<file path="src/common/arith_config.svh">
/*
 * Width settings for the arithmetic request/response unit
 * Data, sequence tag and delay counter widths
 */

`ifndef ARITH_CONFIG_SVH
`define ARITH_CONFIG_SVH

// Operand and result width
`define ARITH_DATA_BITS 16

// Sequence tag width, counter wraps at 2**ARITH_SEQ_BITS
`define ARITH_SEQ_BITS 8

// Width of the run-time delay amount on each stream
`define ARITH_DELAY_BITS 32

`endif
</file>
<file path="src/common/arith_pkg.sv">
/*
 * Shared types for the arithmetic unit
 * Opcode enum, request, decoded control and response structs
 */

`include "arith_config.svh"

package arith_pkg;

  // ------------------------------------------------
  // Opcodes
  // ------------------------------------------------
  typedef enum logic [1:0] {
    OP_ADD = 2'd0,
    OP_SUB = 2'd1,
    OP_AND = 2'd2,
    OP_XOR = 2'd3
  } arith_op_e;

  // Request as it enters the unit
  typedef struct packed {
    arith_op_e                   op;
    logic [`ARITH_DATA_BITS-1:0] a;
    logic [`ARITH_DATA_BITS-1:0] b;
  } arith_req_t;

  // Decoded ALU controls, operands ride along
  typedef struct packed {
    arith_op_e                   op;
    logic                        use_logic;  // logic result instead of adder
    logic                        invert_b;
    logic                        carry_in;
    logic                        logic_xor;  // XOR instead of AND
    logic [`ARITH_DATA_BITS-1:0] a;
    logic [`ARITH_DATA_BITS-1:0] b;
  } exec_ctl_t;

  // Tagged response
  typedef struct packed {
    logic [`ARITH_SEQ_BITS-1:0]  seq;
    arith_op_e                   op;
    logic                        zero;
    logic [`ARITH_DATA_BITS-1:0] result;
  } arith_resp_t;

endpackage

</file>
<file path="src/arith_delay_top.sv">
/*
 * Top level of the arithmetic unit
 * Input delay, decode, execute, result and output delay in a chain
 */

`include "arith_config.svh"

module arith_delay_top (
  input  logic                         clk,
  input  logic                         reset,
  input  logic [`ARITH_DELAY_BITS-1:0] in_delay_amt,
  input  logic [`ARITH_DELAY_BITS-1:0] out_delay_amt,
  input  logic                         in_val,
  output logic                         in_rdy,
  input  arith_pkg::arith_req_t        in_msg,
  output logic                         out_val,
  input  logic                         out_rdy,
  output arith_pkg::arith_resp_t       out_msg
);

  // Input delay to decode
  logic                        dly_val;
  logic                        dly_rdy;
  arith_pkg::arith_req_t       dly_msg;

  // Decode to execute
  logic                        dec_val;
  logic                        dec_rdy;
  arith_pkg::exec_ctl_t        dec_ctl;

  // Execute to result
  logic                        exe_val;
  logic                        exe_rdy;
  arith_pkg::arith_op_e        exe_op;
  logic [`ARITH_DATA_BITS-1:0] exe_result;

  // Result to output delay
  logic                        res_val;
  logic                        res_rdy;
  arith_pkg::arith_resp_t      res_msg;

  // ------------------------------------------------
  // Request side
  // ------------------------------------------------
  msg_delay #(.msg_bits($bits(arith_pkg::arith_req_t))) u_in_delay (
    .clk(clk), .reset(reset), .delay_amt(in_delay_amt),
    .in_val(in_val), .in_rdy(in_rdy), .in_msg(in_msg),
    .out_val(dly_val), .out_rdy(dly_rdy), .out_msg(dly_msg)
  );

  req_decode u_decode (
    .clk(clk), .reset(reset),
    .in_val(dly_val), .in_rdy(dly_rdy), .in_msg(dly_msg),
    .out_val(dec_val), .out_rdy(dec_rdy), .out_ctl(dec_ctl)
  );

  alu_execute u_execute (
    .clk(clk), .reset(reset),
    .in_val(dec_val), .in_rdy(dec_rdy), .in_ctl(dec_ctl),
    .out_val(exe_val), .out_rdy(exe_rdy), .out_op(exe_op), .out_result(exe_result)
  );

  // ------------------------------------------------
  // Response side
  // ------------------------------------------------
  resp_result u_result (
    .clk(clk), .reset(reset),
    .in_val(exe_val), .in_rdy(exe_rdy), .in_op(exe_op), .in_result(exe_result),
    .out_val(res_val), .out_rdy(res_rdy), .out_msg(res_msg)
  );

  msg_delay #(.msg_bits($bits(arith_pkg::arith_resp_t))) u_out_delay (
    .clk(clk), .reset(reset), .delay_amt(out_delay_amt),
    .in_val(res_val), .in_rdy(res_rdy), .in_msg(res_msg),
    .out_val(out_val), .out_rdy(out_rdy), .out_msg(out_msg)
  );

endmodule

</file>
<file path="src/alu/resp_result.sv">
/*
 * Result stage
 * Tags each result with a sequence number and a zero flag
 */

`include "arith_config.svh"

module resp_result (
  input  logic                        clk,
  input  logic                        reset,
  input  logic                        in_val,
  output logic                        in_rdy,
  input  arith_pkg::arith_op_e        in_op,
  input  logic [`ARITH_DATA_BITS-1:0] in_result,
  output logic                        out_val,
  input  logic                        out_rdy,
  output arith_pkg::arith_resp_t      out_msg
);

  logic [`ARITH_SEQ_BITS-1:0] seq;
  logic                       full;
  logic                       accept;

  assign in_rdy = !full || out_rdy;
  assign accept = in_val && in_rdy;

  // Entry valid and sequence counter
  always_ff @(posedge clk) begin
    if (reset) begin
      full <= 1'b0;
      seq  <= '0;
    end else begin
      if (in_rdy) begin
        full <= in_val;
      end
      // Wraps naturally at the counter width
      if (accept) begin
        seq <= seq + 1'b1;
      end
    end
  end

  // Response register, tagged with the count before it advances
  always_ff @(posedge clk) begin
    if (accept) begin
      out_msg.seq    <= seq;
      out_msg.op     <= in_op;
      out_msg.zero   <= (in_result == '0);
      out_msg.result <= in_result;
    end
  end

  assign out_val = full;

endmodule

</file>
<file path="src/alu/alu_execute.sv">
/*
 * Execute stage
 * Adder with optional b inversion and carry, or AND / XOR logic
 */

`include "arith_config.svh"

module alu_execute (
  input  logic                        clk,
  input  logic                        reset,
  input  logic                        in_val,
  output logic                        in_rdy,
  input  arith_pkg::exec_ctl_t        in_ctl,
  output logic                        out_val,
  input  logic                        out_rdy,
  output arith_pkg::arith_op_e        out_op,
  output logic [`ARITH_DATA_BITS-1:0] out_result
);

  logic [`ARITH_DATA_BITS-1:0] b_eff;
  logic [`ARITH_DATA_BITS-1:0] carry_ext;
  logic [`ARITH_DATA_BITS-1:0] sum;
  logic [`ARITH_DATA_BITS-1:0] logic_res;
  logic [`ARITH_DATA_BITS-1:0] result_next;
  logic                        full;

  assign in_rdy = !full || out_rdy;

  // ------------------------------------------------
  // Datapath
  // ------------------------------------------------

  // Subtract uses the inverted operand
  assign b_eff     = in_ctl.invert_b ? ~in_ctl.b : in_ctl.b;
  assign carry_ext = {{(`ARITH_DATA_BITS-1){1'b0}}, in_ctl.carry_in};

  // Carry out dropped, result is modulo 2**ARITH_DATA_BITS
  assign sum = in_ctl.a + b_eff + carry_ext;

  assign logic_res = in_ctl.logic_xor ? (in_ctl.a ^ in_ctl.b)
                                      : (in_ctl.a & in_ctl.b);

  assign result_next = in_ctl.use_logic ? logic_res : sum;

  // ------------------------------------------------
  // Output register
  // ------------------------------------------------
  always_ff @(posedge clk) begin
    if (reset) begin
      full <= 1'b0;
    end else if (in_rdy) begin
      full <= in_val;
    end
  end

  always_ff @(posedge clk) begin
    if (in_val && in_rdy) begin
      out_op     <= in_ctl.op;
      out_result <= result_next;
    end
  end

  assign out_val = full;

endmodule

</file>
<file path="src/alu/req_decode.sv">
/*
 * Decode stage
 * One-entry register that maps the opcode to ALU controls
 */

module req_decode (
  input  logic                  clk,
  input  logic                  reset,
  input  logic                  in_val,
  output logic                  in_rdy,
  input  arith_pkg::arith_req_t in_msg,
  output logic                  out_val,
  input  logic                  out_rdy,
  output arith_pkg::exec_ctl_t  out_ctl
);

  arith_pkg::exec_ctl_t ctl_next;
  logic                 full;

  // Free slot, or the held entry leaves this cycle
  assign in_rdy = !full || out_rdy;

  // ------------------------------------------------
  // Opcode to controls
  // ------------------------------------------------
  always_comb begin
    ctl_next           = '0;
    ctl_next.op        = in_msg.op;
    ctl_next.a         = in_msg.a;
    ctl_next.b         = in_msg.b;
    case (in_msg.op)
      arith_pkg::OP_SUB: begin
        // a + ~b + 1
        ctl_next.invert_b = 1'b1;
        ctl_next.carry_in = 1'b1;
      end
      arith_pkg::OP_AND: begin
        ctl_next.use_logic = 1'b1;
      end
      arith_pkg::OP_XOR: begin
        ctl_next.use_logic = 1'b1;
        ctl_next.logic_xor = 1'b1;
      end
      default: begin
        // ADD, plain adder with no carry
        ctl_next.use_logic = 1'b0;
      end
    endcase
  end

  // Valid flag
  always_ff @(posedge clk) begin
    if (reset) begin
      full <= 1'b0;
    end else if (in_rdy) begin
      full <= in_val;
    end
  end

  // Payload, loaded on each accepted request
  always_ff @(posedge clk) begin
    if (in_val && in_rdy) begin
      out_ctl <= ctl_next;
    end
  end

  assign out_val = full;

endmodule

</file>
<file path="src/msg_delay.sv">
/*
 * Programmable fixed delay on a valid/ready stream
 * Two-state FSM with a down-counter, message passes through untouched
 */

`include "arith_config.svh"

module msg_delay #(
  parameter int msg_bits = 1
) (
  input  logic                         clk,
  input  logic                         reset,
  input  logic [`ARITH_DELAY_BITS-1:0] delay_amt,
  input  logic                         in_val,
  output logic                         in_rdy,
  input  logic [msg_bits-1:0]          in_msg,
  output logic                         out_val,
  input  logic                         out_rdy,
  output logic [msg_bits-1:0]          out_msg
);

  typedef enum logic {
    ST_IDLE  = 1'b0,
    ST_DELAY = 1'b1
  } state_e;

  state_e                       state;
  state_e                       state_next;
  logic [`ARITH_DELAY_BITS-1:0] count;
  logic [`ARITH_DELAY_BITS-1:0] count_next;
  logic                         count_en;
  logic                         pass_now;

  // Zero delay and a ready sink, so the message goes straight through
  assign pass_now = in_val && out_rdy && (delay_amt == '0);

  // ------------------------------------------------
  // State and counter registers
  // ------------------------------------------------
  always_ff @(posedge clk) begin
    if (reset) begin
      state <= ST_IDLE;
      count <= '0;
    end else begin
      state <= state_next;
      if (count_en) begin
        count <= count_next;
      end
    end
  end

  // ------------------------------------------------
  // Next state and handshake outputs
  // ------------------------------------------------
  always_comb begin
    state_next = state;
    count_en   = 1'b0;
    count_next = count;
    in_rdy     = 1'b0;
    out_val    = 1'b0;
    case (state)
      ST_IDLE: begin
        // Only a zero delay exposes the message in the first cycle
        in_rdy  = out_rdy && (delay_amt == '0);
        out_val = in_val && (delay_amt == '0);
        if (in_val && !pass_now) begin
          state_next = ST_DELAY;
          count_en   = 1'b1;
          // First cycle already counts toward the delay
          count_next = (delay_amt != '0) ? delay_amt - 1'b1 : '0;
        end
      end
      ST_DELAY: begin
        // Hold back until the counter runs out
        in_rdy  = out_rdy && (count == '0);
        out_val = in_val && (count == '0);
        if (count != '0) begin
          count_en   = 1'b1;
          count_next = count - 1'b1;
        end
        // Back to idle once the message is taken
        if (in_val && out_rdy && (count == '0)) begin
          state_next = ST_IDLE;
        end
      end
      default: begin
        state_next = ST_IDLE;
      end
    endcase
  end

  // Message is never copied
  assign out_msg = in_msg;

endmodule

</file>
<file path="config.mk">
export PLATFORM = sky130hd
export DESIGN_NAME = arith_delay_top
export DESIGN_NICKNAME = d
export VERILOG_FILES = /design/src/common/arith_pkg.sv /design/src/arith_delay_top.sv /design/src/alu/resp_result.sv /design/src/alu/alu_execute.sv /design/src/alu/req_decode.sv /design/src/msg_delay.sv
export VERILOG_INCLUDE_DIRS = /design/src /design/src/common
export SDC_FILE = /design/constraint.sdc
export NUM_CORES = 1
export LEC_CHECK = 0
export ABC_AREA = 1
export BUFFER_PORTS_ARGS = -buffer_cell sky130_fd_sc_hd__buf_2
export CAP_MARGIN = 20
export CORE_UTILIZATION = 24
export CTS_CLUSTER_SIZE = 20
export DETAILED_ROUTE_END_ITERATION = 6
export SETUP_SLACK_MARGIN = 0.4
export SKIP_CTS_REPAIR_TIMING = 1
export SLEW_MARGIN = 20
export SYNTH_ARGS = -nofsm -noshare
export SYNTH_HDL_FRONTEND = slang
export SYNTH_HIERARCHICAL = 1
export SYNTH_SLANG_ARGS = --single-unit
</file>
<file path="constraint.sdc">
create_clock -name clk -period 12.65 [get_ports clk]
set_input_delay 2.53 -clock clk [delete_from_list [all_inputs] [get_ports clk]]
set_output_delay 2.53 -clock clk [all_outputs]
set_load 0.005 [all_outputs]
</file>
==> key figures <==
Cells and area
  • # diodes: 0
  • Layout cell share with drive strength beyond 1: 12.8%
  • Finished Layout Cells: 2703
  • Area Growth Syn to Fin: 11.9%
  • Post-route design area: 14000 um^2
  • Nets@finish: 2151

Setup path
  • Kind of critical path: input port to output pin
  • Crit-path slowest cell: nand2_1
  • CP most frequent cell: nand2_1
  • Startpoint types: input port
  • CP top delay family: simple AND/OR/NAND/NOR gates
  • CP Max Fanout: 13
  • Worst path cell trace: buf_2, inv_1, ha_1, nand2_1, nor2_1, nand2_1, nor2_1, nand2_1, nand2_1, nand2_1, nor2_1, inv_2, nand2_2, inv_1, nand2_1, inv_2, nand2_2, inv_1, nor2_1, buf_2
  • Peak per-stage delay on the critical path: 0.36 ns
  • Flop-to-flop setup slack: 9.69 ns
  • Critical Path AT: 5.15 ns
  • Critical Path RT: 10.12 ns
  • Worst Setup End Kind: output pin
  • Critical path buffers and inverters: 7

STA
  • Tcrit/Tclk final: 60.7%
  • Fin. max-slew vios: 0
  • Final setup vio count: 0
  • Worst Tran Pin Value: 1.03 ns
  • Final Critical Period: 7.68 ns
  • Hold Vio Cnt, Final: 0
  • Peak Freq: 130 MHz
  • Final setup skew: 0.0139 ns
  • Final setup TNS: 0 ns
  • RSZ-0062 raised after global routing: no
  • Slew margin rel.: 31.0%

Logic synthesis
  • Avg Inst Size Synth: 6.41 um^2
  • Seq/Total Area, Yosys: 31.9%
  • Synthesized area: 12500 um^2
  • Dominant cell by count in the synthesized netlist: nand2_1
  • Cells after Synth: 1956
  • Share of the synthesized area in the top cell type: 19.6%
  • Syn_nets: 2097
  • Ys Warns: 6
  • Area leader, netlist: edfxtp_1
  • Number of synthesized flops with an enable pin: 82
  • #FFs+latches synth: 159
  • Synth async-reset ratio: 0%
  • Most area-consuming cells after synthesis: edfxtp_1 (20%), nand2_1 (15%), nor2_1 (13%)
  • Main synth FF type: edfxtp_1
  • Commonest cells in the netlist: nand2_1 (509), nor2_1 (429), inv_1 (203)
  • Cell variety after synth: 41

Placement
  • Port buffer count: 130
  • DP HPWL: 27400 um
  • Placed cells: 2670
  • Cell Area, Placed: 13400 um^2
  • GP Congestion: 0.901

Global route
  • Gr usage total: 13.9%
  • Grt ovf: 0
  • Vias in the first global route: 11200
  • Initial antenna violation count: 0
  • First-pass GRT wire length: 57900 um
  • Largest net degree at the start of global routing: 38

Route
  • Via Count: 11900
  • Pre-antenna DRT Iters: 5
  • Initial DRC Count: 813
  • Routed WL per cell: 13.3 um
  • Drt drc: 0
  • Drt via density: 4.41
  • WL final: 36000 um
  • Post-route ant nets: 0

Clock tree
  • Clk sinks: 159
  • TritonCTS buffer count: 17
  • Worst-Skew Late Latency: 0.49 ns
  • H-tree levels: 4
  • TritonCTS clock tree: built
  • Clock transition at path regs: 0.07 ns
  • Max clock buf depth: 2
  • Root buf cell: clkbuf_16

Floorplanning
  • Area of the die: 53200 um^2
  • Die W: 231 um
  • Num ports: 131
  • Placeable Area: 51500 um^2
  • Die H: 231 um
  • Row count: 83
  • Starting density of the core: 24.3%

Job
  • Max cap viols: 0

Power and ir drop
  • Peak VDD IR: 0.000121 V
  • Power density over the cells: 131 nW/um^2
  • Leakage: 6.44 nW

Min path
  • Hold Crit Class: flop to flop

Outcome
  • Outcome: finished, final reports clean
registers in the layout (all words and copies together), names as in the netlist, 2 cells and up:
signal and cells:
u_result/out_msg 27, u_decode/out_ctl 37, u_in_delay/count 32, u_result/seq 8
u_execute/out_result 16, u_execute/out_op 2, u_out_delay/count 32
layout make-up:
| class | count | area [um^2] |
|---|---|---|
| fill | 5865 | 37500 |
| multi-input combinational | 1477 | 7030 |
| sequential | 159 | 4000 |
| tap | 680 | 851 |
| inverter | 215 | 807 |
| timing repair buffer | 140 | 746 |
| clock buffer | 17 | 425 |
| clock inverter | 15 | 170 |
cells in the final DEF, fill, tap and decap left out, drive strengths merged, types with 8 or more instances in the layout:
master	instances
o21bai	18
clkbuf	17
a21oi	38
o21ai	86
nand2	525
nor3	15
ha	37
xnor2	8
dfxtp	77
xor2	37
edfxtp	82
buf	140
inv	218
clkinv	9
nand3	194
nor2	473
nand4	28
per-layer routing:
metal  vias up  GRT usage [%]  routed length [um]
li1       6254              -                   -
met1      5321           17.8               16900
met2       293           22.6               16600
met3        46           2.98                1690
met4         0           5.44                 895
met5         -              0                   0
metrics by stage:
step	power (mW)	utilization, %	hold WS (ns)	setup WS [ns]
after CTS	1.85	27.2	0.435	5.03
final	1.83	27.2	0.435	4.97
after global placement	1.30	26.0	0.403	5.06
after global routing	1.97	27.2	0.439	4.77
after floorplan	1.14	-	0.400	5.90
after detailed placement	1.30	26.0	0.418	5.05
path summary, 6_finish.rpt:
path                            depth (start not counted)                 start                       end
worst max-delay path                                   20      out_delay_amt[0]                    in_rdy
worst min register to register                          0  u_decode/out_ctl[36]       u_execute/out_op[0]
worst min-delay path                                    0  u_decode/out_ctl[36]       u_execute/out_op[0]
worst max register to register                         13  u_decode/out_ctl[34]  u_execute/out_result[14]
power by group:
| part | internal [mW] | switching, mW | total, mW |
|---|---|---|---|
| Clock | 0.280 | 0.252 | 0.532 |
| Sequential | 0.589 | 0.0442 | 0.633 |
| Combinational | 0.215 | 0.452 | 0.667 |
cell families (layout without fill, tap and decap cells):
logic type,count (synthesis),count (layout),share of synthesized area (%)
flops,159,159,31.9
fa+ha+maj,39,39,4.01
simple gates,1247,1247,42.1
xor+xnor,45,45,3.14
buf+inv,320,387,12.2
compound gates,146,146,6.65
worst reg2reg max path, stage by stage, from the launching register on:
cell      delay (ns)
edfxtp_1        0.96
inv_1           0.20
fa_1            0.46
inv_1           0.14
fa_1            0.22
nand2_2         0.07
nand2_2         0.10
nand3_1         0.10
nand2_2         0.11
nand2_1         0.08
nand2_1         0.07
nand2_1         0.04
nand3_1         0.06
nand2_1         0.10
No activity file was read; power rests on OpenSTA's default activity.
